<file path="config.mk">
export PLATFORM = sky130hd
export DESIGN_NAME = fetch_front_end
export DESIGN_NICKNAME = d
export VERILOG_FILES = /design/src/design/fetch_pkg.sv /design/src/design/branch_target_buffer.sv /design/src/design/branch_resolve.sv /design/src/design/program_counter_stage.sv /design/src/design/fetch_front_end.sv
export SDC_FILE = /design/constraint.sdc
export NUM_CORES = 1
export LEC_CHECK = 0
export ABC_AREA = 0
export BUFFER_PORTS_ARGS = -buffer_cell sky130_fd_sc_hd__clkbuf_2
export CORE_MARGIN = 3
export CORE_UTILIZATION = 35
export DETAILED_ROUTE_END_ITERATION = 10
export GPL_TIMING_DRIVEN = 0
export PLACE_DENSITY = 0.61
export RECOVER_POWER = 25
export REMOVE_ABC_BUFFERS = 1
export SYNTH_ARGS = -nofsm -noshare
export SYNTH_HDL_FRONTEND = slang
export SYNTH_SLANG_ARGS = --single-unit
export TNS_END_PERCENT = 50
</file>
<file path="constraint.sdc">
create_clock -name CLK -period 5.73 [get_ports CLK]
set_input_delay 0.2865 -clock CLK [delete_from_list [all_inputs] [get_ports CLK]]
set_output_delay 0.2865 -clock CLK [all_outputs]
set_load 0.1 [all_outputs]
</file>
<file path="src/design/fetch_pkg.sv">
`default_nettype none

package fetch_pkg;

    ////////////////////////////////////////////////////////////////////////////
    // Datapath
    ////////////////////////////////////////////////////////////////////////////

    // Address and data width of the RV32I core
    localparam int xlen = 32;

    // First fetch address out of reset
    localparam logic [xlen-1:0] reset_pc = '0;

    ////////////////////////////////////////////////////////////////////////////
    // ALU operation codes seen in execute
    ////////////////////////////////////////////////////////////////////////////

    localparam int alu_op_width = 5;

    // Unconditional jumps
    localparam logic [alu_op_width-1:0] alu_jal  = 5'b01010;
    localparam logic [alu_op_width-1:0] alu_jalr = 5'b01011;

    // Conditional branches, one contiguous block of codes
    localparam logic [alu_op_width-1:0] alu_beq  = 5'b01100;
    localparam logic [alu_op_width-1:0] alu_bne  = 5'b01101;
    localparam logic [alu_op_width-1:0] alu_blt  = 5'b01110;
    localparam logic [alu_op_width-1:0] alu_bge  = 5'b01111;
    localparam logic [alu_op_width-1:0] alu_bltu = 5'b10000;
    localparam logic [alu_op_width-1:0] alu_bgeu = 5'b10001;

    ////////////////////////////////////////////////////////////////////////////
    // Branch target buffer sizing
    ////////////////////////////////////////////////////////////////////////////

    // 16 entries, direct mapped
    localparam int btb_index_bits = 4;
    localparam int btb_entries    = 2 ** btb_index_bits;

    // Whatever is left above index and byte offset
    localparam int btb_tag_bits = xlen - btb_index_bits - 2;

endpackage

`default_nettype wire

</file>
<file path="src/design/branch_target_buffer.sv">
`timescale 1ns/100ps
`default_nettype none

module branch_target_buffer
    import fetch_pkg::*;
(
    input  logic            CLK,
    input  logic            reset,

    // Lookup side follows the fetch PC
    input  logic [xlen-1:0] pc,
    output logic            predict_taken,
    output logic [xlen-1:0] predict_target,

    // Update side fed by branch resolution in execute
    input  logic            update,
    input  logic            update_taken,
    input  logic [xlen-1:0] update_pc,
    input  logic [xlen-1:0] update_target
);

    ////////////////////////////////////////////////////////////////////////////
    // Storage
    ////////////////////////////////////////////////////////////////////////////

    logic [btb_entries-1:0]        valid;
    logic [btb_entries-1:0][1:0]   counter;
    logic [btb_tag_bits-1:0]       tags    [btb_entries];
    logic [xlen-1:0]               targets [btb_entries];

    logic [btb_index_bits-1:0]     lookup_index;
    logic [btb_tag_bits-1:0]       lookup_tag;
    logic [btb_index_bits-1:0]     update_index;
    logic [btb_tag_bits-1:0]       update_tag;
    logic                          update_hit;

    // Byte offset bits [1:0] are dropped
    assign lookup_index = pc[btb_index_bits+1:2];
    assign lookup_tag   = pc[xlen-1:btb_index_bits+2];
    assign update_index = update_pc[btb_index_bits+1:2];
    assign update_tag   = update_pc[xlen-1:btb_index_bits+2];

    ////////////////////////////////////////////////////////////////////////////
    // Lookup
    ////////////////////////////////////////////////////////////////////////////

    // Weakly or strongly taken means counter bit 1 set
    assign predict_taken  = valid[lookup_index]
                            && (tags[lookup_index] == lookup_tag)
                            && counter[lookup_index][1];
    assign predict_target = targets[lookup_index];

    ////////////////////////////////////////////////////////////////////////////
    // Update
    ////////////////////////////////////////////////////////////////////////////

    assign update_hit = valid[update_index] && (tags[update_index] == update_tag);

    always_ff @(posedge CLK)
    begin
        if (reset)
        begin
            valid   <= '0;
            counter <= '0;
        end
        else if (update)
        begin
            if (update_hit)
            begin
                // Saturating 2-bit counter
                if (update_taken && (counter[update_index] != 2'd3))
                    counter[update_index] <= counter[update_index] + 2'd1;
                else if (!update_taken && (counter[update_index] != 2'd0))
                    counter[update_index] <= counter[update_index] - 2'd1;
            end
            else if (update_taken)
            begin
                // New entry starts weakly taken
                valid[update_index]   <= 1'b1;
                counter[update_index] <= 2'd2;
            end
        end
    end

    // Tag and target only change on a taken outcome
    always_ff @(posedge CLK)
    begin
        if (update && update_taken)
        begin
            tags[update_index]    <= update_tag;
            targets[update_index] <= update_target;
        end
    end

    // A not-taken outcome never fills an empty slot
    a_not_taken_no_install : assert property (
        @(posedge CLK) disable iff (reset)
        (update && !update_taken && !update_hit) |=> (valid == $past(valid))
    );

endmodule

`default_nettype wire

</file>
<file path="src/design/branch_resolve.sv">
`timescale 1ns/100ps
`default_nettype none

module branch_resolve
    import fetch_pkg::*;
(
    input  logic [alu_op_width-1:0] alu_instruction,
    input  logic                    branch_taken,
    input  logic [xlen-1:0]         pc_execution,
    input  logic [xlen-1:0]         rs1_data,
    input  logic [xlen-1:0]         imm,
    input  logic [xlen-1:0]         pc_decoding,

    output logic                    redirect,
    output logic [xlen-1:0]         redirect_pc,
    output logic                    clear_fetch,
    output logic                    clear_decode,
    output logic                    clear_execute,

    output logic                    btb_update,
    output logic                    btb_update_taken,
    output logic [xlen-1:0]         btb_update_pc,
    output logic [xlen-1:0]         btb_update_target
);

    logic            is_jal;
    logic            is_jalr;
    logic            is_branch;
    logic            is_control;
    logic            resolved_taken;
    logic [xlen-1:0] pc_rel_target;
    logic [xlen-1:0] jalr_target;
    logic [xlen-1:0] taken_target;
    logic [xlen-1:0] fall_through;
    logic [xlen-1:0] actual_next;

    ////////////////////////////////////////////////////////////////////////////
    // Decode of the execute-stage operation
    ////////////////////////////////////////////////////////////////////////////

    assign is_jal    = (alu_instruction == alu_jal);
    assign is_jalr   = (alu_instruction == alu_jalr);
    assign is_branch = (alu_instruction == alu_beq)  || (alu_instruction == alu_bne)
                    || (alu_instruction == alu_blt)  || (alu_instruction == alu_bge)
                    || (alu_instruction == alu_bltu) || (alu_instruction == alu_bgeu);

    assign is_control = is_jal || is_jalr || is_branch;

    // Jumps always count as taken
    assign resolved_taken = is_jal || is_jalr || (is_branch && branch_taken);

    ////////////////////////////////////////////////////////////////////////////
    // Candidate addresses
    ////////////////////////////////////////////////////////////////////////////

    // Two's complement add, signed imm wraps the same way
    assign pc_rel_target = $unsigned($signed(pc_execution) + $signed(imm));
    assign jalr_target   = $unsigned($signed(rs1_data) + $signed(imm)) & ~xlen'(1);
    assign taken_target  = is_jalr ? jalr_target : pc_rel_target;
    assign fall_through  = pc_execution + xlen'(4);

    assign actual_next = resolved_taken ? taken_target : fall_through;

    ////////////////////////////////////////////////////////////////////////////
    // Misprediction and flush
    ////////////////////////////////////////////////////////////////////////////

    // Decode holds whatever fetch guessed; compare against the real path
    assign redirect    = is_control && (actual_next != pc_decoding);
    assign redirect_pc = actual_next;

    assign clear_fetch   = redirect;
    assign clear_decode  = redirect;
    assign clear_execute = redirect;

    // Train the BTB on every resolved control instruction
    assign btb_update        = is_control;
    assign btb_update_taken  = resolved_taken;
    assign btb_update_pc     = pc_execution;
    assign btb_update_target = taken_target;

    // Decoder must never flag taken outside a control code
    always_comb
    begin
        a_taken_needs_control : assert final (branch_taken !== 1'b1 || is_control)
            else $error("branch_taken high with code %b", alu_instruction);
    end

endmodule

`default_nettype wire

</file>
<file path="src/design/program_counter_stage.sv">
`timescale 1ns/100ps
`default_nettype none

module program_counter_stage
    import fetch_pkg::*;
(
    input  logic            CLK,
    input  logic            reset,
    input  logic            stall,
    input  logic            redirect,
    input  logic [xlen-1:0] redirect_pc,
    input  logic [xlen-1:0] predict_target,
    input  logic            predict_taken,
    output logic [xlen-1:0] pc
);

    logic [xlen-1:0] pc_plus_4;

    assign pc_plus_4 = pc + xlen'(4);

    ////////////////////////////////////////////////////////////////////////////
    // PC register
    ////////////////////////////////////////////////////////////////////////////

    // Priority is redirect, stall, prediction, sequential
    always_ff @(posedge CLK)
    begin
        if (reset)
        begin
            pc <= reset_pc;
        end
        else if (redirect)
        begin
            // Correction wins even over a stall
            pc <= redirect_pc;
        end
        else if (!stall)
        begin
            if (predict_taken)
                pc <= predict_target;
            else
                pc <= pc_plus_4;
        end
    end

    ////////////////////////////////////////////////////////////////////////////
    // Checks
    ////////////////////////////////////////////////////////////////////////////

    a_pc_aligned : assert property (
        @(posedge CLK) disable iff (reset)
        pc[1:0] == 2'b00
    );

    // Hold for one cycle when stalled and nothing to correct
    a_stall_holds : assert property (
        @(posedge CLK) disable iff (reset)
        (stall && !redirect) |=> (pc == $past(pc))
    );

endmodule

`default_nettype wire

</file>
<file path="src/design/fetch_front_end.sv">
`timescale 1ns/100ps
`default_nettype none

module fetch_front_end
    import fetch_pkg::*;
(
    input  logic                    CLK,
    input  logic                    reset,
    input  logic                    stall,

    // Execute and decode stage state
    input  logic [alu_op_width-1:0] alu_instruction,
    input  logic                    branch_taken,
    input  logic [xlen-1:0]         pc_execution,
    input  logic [xlen-1:0]         rs1_data,
    input  logic [xlen-1:0]         imm,
    input  logic [xlen-1:0]         pc_decoding,

    output logic [xlen-1:0]         pc,
    output logic                    clear_fetch,
    output logic                    clear_decode,
    output logic                    clear_execute
);

    logic            redirect;
    logic [xlen-1:0] redirect_pc;
    logic            predict_taken;
    logic [xlen-1:0] predict_target;
    logic            btb_update;
    logic            btb_update_taken;
    logic [xlen-1:0] btb_update_pc;
    logic [xlen-1:0] btb_update_target;

    program_counter_stage u_pc_stage (
        .CLK            (CLK),
        .reset          (reset),
        .stall          (stall),
        .redirect       (redirect),
        .redirect_pc    (redirect_pc),
        .predict_target (predict_target),
        .predict_taken  (predict_taken),
        .pc             (pc)
    );

    // Lookup follows the live PC
    branch_target_buffer u_btb (
        .CLK            (CLK),
        .reset          (reset),
        .pc             (pc),
        .predict_taken  (predict_taken),
        .predict_target (predict_target),
        .update         (btb_update),
        .update_taken   (btb_update_taken),
        .update_pc      (btb_update_pc),
        .update_target  (btb_update_target)
    );

    branch_resolve u_resolve (
        .alu_instruction   (alu_instruction),
        .branch_taken      (branch_taken),
        .pc_execution      (pc_execution),
        .rs1_data          (rs1_data),
        .imm               (imm),
        .pc_decoding       (pc_decoding),
        .redirect          (redirect),
        .redirect_pc       (redirect_pc),
        .clear_fetch       (clear_fetch),
        .clear_decode      (clear_decode),
        .clear_execute     (clear_execute),
        .btb_update        (btb_update),
        .btb_update_taken  (btb_update_taken),
        .btb_update_pc     (btb_update_pc),
        .btb_update_target (btb_update_target)
    );

endmodule

`default_nettype wire

</file>
* Word level (Yosys, flattened, before mapping)
Memory sizes are Yosys's and may differ from the RTL's. A register that Yosys moved wholly into a read port is not among the register bits. Index checks and enable logic that the tools add are counted.
Word-level totals: register bits 80, bits in writable memories 928, input bits 137, output and inout port bits 35, logic and storage cells 99, memories 2
Cells by class: add/sub/neg operators 6, $lt $le $gt $ge 3, equality and inequality tests 14, mux-type cells 29, bitwise operators 5, reduce and logical (&&, ||, !) cells 22
Memory list:
- u_btb.targets | words 16, bits a word 32, read ports 1, clocked after Yosys merged registers in 1, wr ports 1, RTL line branch_target_buffer.sv:29 | logic [xlen-1:0] targets [btb_entries];
- u_btb.tags | words 16, bits a word 26, read ports 2, clocked after Yosys merged registers in 1, wr ports 1, RTL line branch_target_buffer.sv:28 | logic [btb_tag_bits-1:0] tags [btb_entries];
Operators with widths (count):
- $mux 32 | 9
- $add 32x3->32 const B | 2
- $add 32x32->32 | 2
- $bwmux 32 | 2
- $eq 26x26->1 | 2
- $ne 32x32->1 | 1
- $or 16x16->16 | 2
- $eq 5x4->1 const B | 6
- $and 16x16->16 | 1
- $bmux 2 s4 | 2
- $mux 4 | 4
- $not 16->16 | 1
- $eq 5x5->1 const B | 2
- $lt 4x5->1 const B | 2
- $logic_and 1x1->1 | 9
- $bmux 1 s4 | 2
- $demux 2 s4 | 1
- $logic_or 1x1->1 | 8
- $mux 2 | 3
- $reduce_and 3->1 | 2
- $mux 1 | 5
- $demux 1 s4 | 1
- $ge 4x1->1 const B | 1
- $reduce_bool 2->1 | 2
- other kinds (7) | 7

* Depth between registers and ports, before layout
Gate-level depths: netlist of run 1.
word-level depth 14, gate-level depth with buffers 20, mapped depth without buffers 15

* Cells and area by module
Synthesis of run 1 repeated with hierarchy kept, for this count alone.
Unflattened totals: cell total of the unflattened synthesis 3422, area total of the unflattened synthesis 50985.1 um^2
By module, submodules not included:
- branch_target_buffer | times used 1, cells each 2027, area each 41703.7 um^2, sequential area each 28827.6 um^2
- branch_resolve | times used 1, cells each 1049, area each 6796.5 um^2, sequential area each 0.0 um^2
- program_counter_stage | times used 1, cells each 346, area each 2484.9 um^2, sequential area each 640.6 um^2

* Least setup slack after synthesis of run 1
OpenSTA, ideal clock, no wires.
path kind input to output, start input port pc_execution[2], end output port clear_execute, data arrival time 4883 ps, data required time 5444 ps, setup slack 561 ps, cell stages on the path 20, path buffers 7, cell sequence clkbuf_1 > clkbuf_1 > buf_1 > clkbuf_1 > inv_1 > ha_1 > o22ai_1 > a21oi_1 > a31oi_1 > a21oi_1 > nand4_1 > nor4bb_1 > o2111ai_1 > or4b_1 > nor4_4 > or2_1 > buf_4 > inv_2 > buf_2 > buf_4
On the way: longest elaborated chain between the ends 5, elaborated cells on any way between the ends 6, those cells by class add/sub (2); eq/ne (1); mux (2); reduce/logical (1)
Ends and longest elaborated chain:
- start, declared | RTL line fetch_front_end.sv:14 | input logic [xlen-1:0] pc_execution,
- $add 32x32->32 | RTL line branch_resolve.sv:57 | assign pc_rel_target = $unsigned($signed(pc_execution) + $signed(imm));
- $mux 32 | RTL line branch_resolve.sv:59 | assign taken_target = is_jalr ? jalr_target : pc_rel_target;
- $mux 32 * | RTL line branch_resolve.sv:62 | assign actual_next = resolved_taken ? taken_target : fall_through;
- $ne 32x32->1 * | RTL line branch_resolve.sv:69 | assign redirect = is_control && (actual_next != pc_decoding);
- $logic_and 1x1->1 * | RTL line branch_resolve.sv:69
- end, declared | RTL line fetch_front_end.sv:22 | output logic clear_execute
Mark *: on every way between the ends. The rest lies on a longest branch, timed or not.

* Worst setup path after layout of run 1
start input port pc_execution[5], end output port clear_execute
The elaborated chain is that of the path after synthesis.

==> metrics.md, run 1 <==
| Metric | Value |
|---|---|
| Worst path most repeated cell | clkbuf_4 |
| Violated checks | capacitance limit, slew limit, setup timing |
| Setup WS pre-CTS | -2.94 ns |
| Synth Cell Area | 51,000 um2 |
| Core Box Area | 144,000 um2 |
| Initial Utilization | 35.4% |
| Worst-path fanout max | 31 |
| Die W | 388 um |
| Die Span Y | 388 um |
| Row cnt | 139 |
| Global placement routability congestion | 0.944 |
| Worst rel slew slack | -45.2% |
| Final setup fails | 3 |
| Pwr Density | 308 nW/um2 |
| DR pass1 iterations | 7 |
| Most common cell in the synthesized netlist | edfxtp_1 |
| Setup ws final | -0.0101 ns |
| Critical path class | input pin to output pin |
| Fmax | 174 MHz |
| LEAKAGE | 18.9 nW |
| Worst slew pin tran | 2.17 ns |
| Pin count of the biggest net entering global routing | 69 |
| Worst skew pair latency | 0.70 ns |
| CP endpoint kind | output pin |
| DRT Wirelength | 169,000 um |
| Area Overhead vs Synth | 16.0% |
| Crit path DAT | 5.45 ns |
| Clk root buf | clkbuf_16 |
| I/O Buffers | 171 |
| Synthesized area per cell | 15.1 um2 |
| Pwr Total | 18.3 mW |
| Yosys warnings | 0 |
| Worst path cell trace | clkbuf_4 > buf_16 > ha_1 > and4_1 > and2_1 > a211oi_4 > o21ai_0 > a31o_1 > xor2_1 > mux2i_1 > nand4_1 > or4b_1 > nor4_4 > buf_4 > or2_4 > inv_4 > clkbuf_4 |
| Tightest Hold Check Type | input pin to flop |
| Number of top-level pins | 172 |
| # DRC | 0 |
| DRT antenna net count | 0 |
| First-pass GRT wire length | 240,000 um |
| Via count | 33,900 |
| H-tree depth | 3 |
| GR Overflow Total | 0 |
| Share of cells above drive strength 1 | 26.1% |
| CP max stage delay | 0.62 ns |
| Die Area | 150,000 um2 |
| Vias in the first global route | 32,700 |
| Cts bufs inserted | 105 |
| Yosys top cell area share | 54.6% |
| Register area share after synthesis | 57.9% |
| Post-synthesis cell type count | 95 |
| Final period util | 100% |
| Final Hold Viols | 0 |
| Setup Skew | 0.0420 ns |
| Mapped Cells | 3,377 |
| Delay-heaviest family, CP | simple AND/OR/NAND/NOR gates |
| Crit path time final | 5.74 ns |
| Top cells by count, synth | 928 x edfxtp_1, 414 x mux4_2, 210 x nand2_1, 195 x nor2_1, 167 x clkbuf_1 |
| Global-route usage over all layers | 21.9% |
| CTS max path bufs | 3 |
| #FFs+latches synth | 1,012 |
| Final Max Tran Viols | 62 |
| Crit start category | input pin |
| Synth area leader | edfxtp_1 |
| Slowest CP cell | or4b_1 |
| CTS tree | yes |
| Crit path buffers/inverters | 5 |
| RSZ-0062 raised after global routing | false |
| Number of synthesized flops with an enable pin | 928 |
| Vias/cell | 6.14 |
| Final HPWL DP | 115,000 um |
| Status | finished with violations |
| Initial drt markers | 4,464 |
| Max Cap Viol | 6 |
| VDD IR-drop max | 0.271 mV |
| Nets@finish | 3,727 |
| Clk pin slew, worst setup/hold paths | 0.06 ns |
| Initial antenna violation count | 24 |
| Required @ worst endpoint | 5.44 ns |
| WL/cell | 30.6 um |
| Top post-synthesis cells by area | edfxtp_1 55%, mux4_2 18%, dfxtp_1 3.3% |
| Clock Sinks | 1,012 |
| Top_reg_cell synth | edfxtp_1 |
| Post-synth ARST share | 0% |
[timing repair]
action                                  CTS  global route
hold buffers                              1             0
endpoints found under the setup margin   39            12
endpoints found under the hold margin     1             0
pin swaps                                 5             2
setup buffers                             8             2
cloned                                    5             3
gates resized for setup                  32            19
[final cells by class]
class	count	area, um2
Fill cell	13000	85000
Tap cell	1903	2380
Sequential cell	1012	29600
Antenna cell	9	22.5
Timing Repair Buffer	274	2910
Clock inverter	66	661
Multi-Input combinational cell	2078	20700
Inverter	49	186
Clock buffer	131	2810
[worst min-delay path, stage by stage]
cell	delay, ns
clkbuf_2	0.11
nand2_1	0.05
a21oi_1	0.16
mux2_4	0.15
[registers in the layout (all words and copies together) (netlist names), named ones only]
name	flops
u_btb.counter	32
u_pc_stage.pc	32
u_btb.valid	16
u_btb.targets	512
u_btb.tags	416
[per-stage QoR]
| stage | std cells | TNS [ns] | hold WS [ns] | util (%) | cell area (um2) |
|---|---|---|---|---|---|
| final | 5522 | -0.0293 | 0.113 | 41.1 | 59200 |
| after detailed placement | 5296 | -104.57 | 0.447 | 38.3 | 55200 |
| after global placement | 5212 | -9153.04 | 0.441 | 37.0 | 53300 |
| after global routing | 5516 | 0 | 0.152 | 41.1 | 59200 |
| after floorplan | 3138 | -293.02 | 0.359 | - | 50100 |
| after CTS | 5507 | 0 | 0.0720 | 41.0 | 59100 |
[layer usage]
metal,vias up,global-route usage [%],routed length [um]
met4,4,5.82,4980
met3,294,4.75,17800
met2,1886,34.3,78200
met5,-,0,27
met1,17600,30.9,68200
li1,14100,-,-
[layout by cell type (no fill, tap or decap), types with 19 or more instances in the layout]
cell type,synthesis,final
o211ai_1,19,19
buf_12,0,34
o21ai_0,93,81
a31oi_1,36,36
nand4_1,54,54
and2_1,26,23
o21a_1,21,21
o221ai_1,20,20
o22ai_1,22,22
o21ai_1,11,21
ha_1,68,63
xor2_1,51,50
nand3_1,73,73
buf_16,0,31
clkinv_1,0,20
mux4_2,414,414
xnor2_1,73,72
clkbuf_16,0,112
a21oi_1,141,137
nor2_1,195,185
and3_1,36,36
buf_4,4,19
nor3_1,43,42
inv_1,48,47
clkinv_2,0,22
a21o_1,22,22
dfxtp_1,84,80
clkbuf_1,167,27
or3_1,21,21
clkbuf_2,2,158
edfxtp_1,928,928
nand2_1,210,208
mux2i_1,89,88
a211oi_1,36,31
[kinds of logic after synthesis]
group           Yosys count  synth area share (%)
fa+ha+maj                70                  1.75
simple gates            762                  7.39
buf+inv                 288                  2.19
compound gates          586                  7.75
flops                  1012                  57.9
mux                     532                  20.7
xor+xnor                127                  2.26
[power breakdown]
group | internal [mW] | switching [mW]
Clock | 3.97 | 2.90
Sequential | 8.35 | 0.143
Combinational | 1.09 | 1.81
[path summary, 6_finish.rpt]
path                      from  slack [ns]                 to  depth (start not counted)
max            pc_execution[5]       -0.01      clear_execute                         17
min reg2reg  u_btb.counter[12]        0.45  u_btb.counter[12]                          2
max reg2reg               flop        0.35               flop                         19
min            pc_execution[0]        0.11   u_pc_stage.pc[0]                          4
No activity file was read; power rests on OpenSTA's default activity.
==> run 2, diff against run 1 <==
- GPL_TIMING_DRIVEN: 0 -> unset
==> metrics.md, run 2 (synthesis results as in run 1) <==
| Metric | Value |
|---|---|
| Most flop-heavy register | u_btb.targets |
| Most common cell after layout, fill and taps aside | edfxtp_1 |
| Most frequent cells in the layout | 928 x edfxtp_1, 414 x mux4_2, 209 x nand2_1 |
| Area Overhead vs Synth | 14.9% |
| Vias in the first global route | 33,000 |
| Fmax | 177 MHz |
| Global placement routability congestion | 1.01 |
| LEAKAGE | 18.8 nW |
| Worst skew pair latency | 0.69 ns |
| Pwr Total | 18.4 mW |
| Final Max Tran Viols | 22 |
| Nets@finish | 3,805 |
| # DRC | 0 |
| DR pass1 iterations | 6 |
| Cts bufs inserted | 106 |
| Core Box Area | 144,000 um2 |
| Worst-path fanout max | 22 |
| Number of top-level pins | 172 |
| Final HPWL DP | 120,000 um |
| Worst rel slew slack | -9.48% |
| Global-route usage over all layers | 22.8% |
| H-tree depth | 3 |
| GR Overflow Total | 0 |
| Pin count of the biggest net entering global routing | 87 |
| Initial drt markers | 4,859 |
| Largest regs | u_btb.targets: 512 flops, u_btb.tags: 416 flops |
| Setup TNS | 0 ns |
| Final Hold Viols | 0 |
| Final period util | 98.7% |
| CTS tree | yes |
| Critical path class | input pin to output pin |
| First-pass GRT wire length | 247,000 um |
| WL/cell | 31.4 um |
| Status | finished with violations |
| Setup Skew | 0.0245 ns |
| Setup WS pre-CTS | 0.102 ns |
| Hold Path Origin | imm[31] |
| Via count | 34,600 |
| Dpl cells | 5,392 |
| Clock Sinks | 1,012 |
| Fillers | 13,100 |
| Die W | 388 um |
| Vias/cell | 6.18 |
| Pwr Density | 314 nW/um2 |
| Fin cells | 5,600 |
| RSZ-0062 raised after global routing | false |
| Crit path time final | 5.66 ns |
| Worst slew pin tran | 1.64 ns |
| DRT Wirelength | 176,000 um |
| Crit path launch | pc_execution[18] |
| CTS max path bufs | 3 |
| Setup ws final | 0.0721 ns |
| Share of cells above drive strength 1 | 26.1% |
| CP endpoint kind | output pin |
| Tightest Hold Check Type | input pin to flop |
| Max reg flops | 512 |
| Die Area | 150,000 um2 |
| Row cnt | 139 |
| Initial Utilization | 35.4% |
| Die Span Y | 388 um |
| Final core utilization | 40.6% |
| Initial antenna violation count | 18 |
| DRT antenna net count | 0 |
| Crit start category | input pin |
| Final setup fails | 0 |
| Clk pin slew, worst setup/hold paths | 0.06 ns |
| Max Cap Viol | 1 |
| Clk root buf | clkbuf_16 |
| Violated checks | capacitance limit, slew limit |
| VDD IR-drop max | 0.230 mV |
| I/O Buffers | 171 |
| Required @ worst endpoint | 5.44 ns |
| Crit path DAT | 5.37 ns |
run 2: worst paths after layout:
path                           to  slack (ns)  cells after the start
max                  clear_decode        0.07                     15
min          u_btb.targets[5][31]        0.20                      3
max reg2reg      u_pc_stage.pc[9]        1.12                     14
min reg2reg      u_btb.counter[2]        0.46                      2
run 2: final cells by class:
| class | instances | area [um2] | area share (%) |
|---|---|---|---|
| tap | 1903 | 2380 | 4.06 |
| sequential | 1012 | 29600 | 50.5 |
| antenna | 10 | 25.0 | 0.0427 |
| multi-input combinational | 2077 | 20500 | 35.0 |
| clock inverter | 69 | 712 | 1.22 |
| timing repair buffer | 352 | 2450 | 4.18 |
| clock buffer | 128 | 2780 | 4.74 |
| inverter | 49 | 184 | 0.314 |
run 2: where the power goes:
part           total, mW  leakage, nW  internal (mW)  switching (mW)
sequential          8.47         9.09           8.34           0.128
clock               6.95         1.69           4.04            2.90
combinational       2.98         8.02           1.09            1.89
run 2: metal layers:
metal  vias to the layer above  GRT usage (%)  wire length (um)
met5                         -              0                61
met4                        10           5.68              5210
met3                       311           5.64             19200
met2                      2018           35.7             80400
met1                     18000           31.9             71100
li1                      14300              -                 -
run 2: worst max-delay path, cell delays in order:
cell,delay (ns)
clkbuf_1,0.64
buf_4,0.36
buf_4,0.24
nand4_1,0.28
nor4_1,0.56
xor2_1,0.42
o22ai_1,0.15
nor3_1,0.74
a21o_1,0.21
a21oi_1,0.07
nand4_1,0.25
nor4_4,0.07
or2_1,0.24
inv_2,0.55
buf_12,0.26
run 2: through the flow:
| step | hold WS, ns | instance area [um2] |
|---|---|---|
| after floorplan | 0.359 | 50100 |
| after global placement | 0.443 | 55100 |
| after detailed placement | 0.447 | 55100 |
| after CTS | 0.128 | 58600 |
| after global routing | 0.155 | 58600 |
| final | 0.199 | 58600 |
run 2: timing repair:
action | in CTS | in global routing
endpoints found under the setup margin | 0 | 3
buffers inserted | 0 | 0
hold endpoints to repair | 1 | 0
resized for setup | 0 | 6
hold buffers | 1 | 0
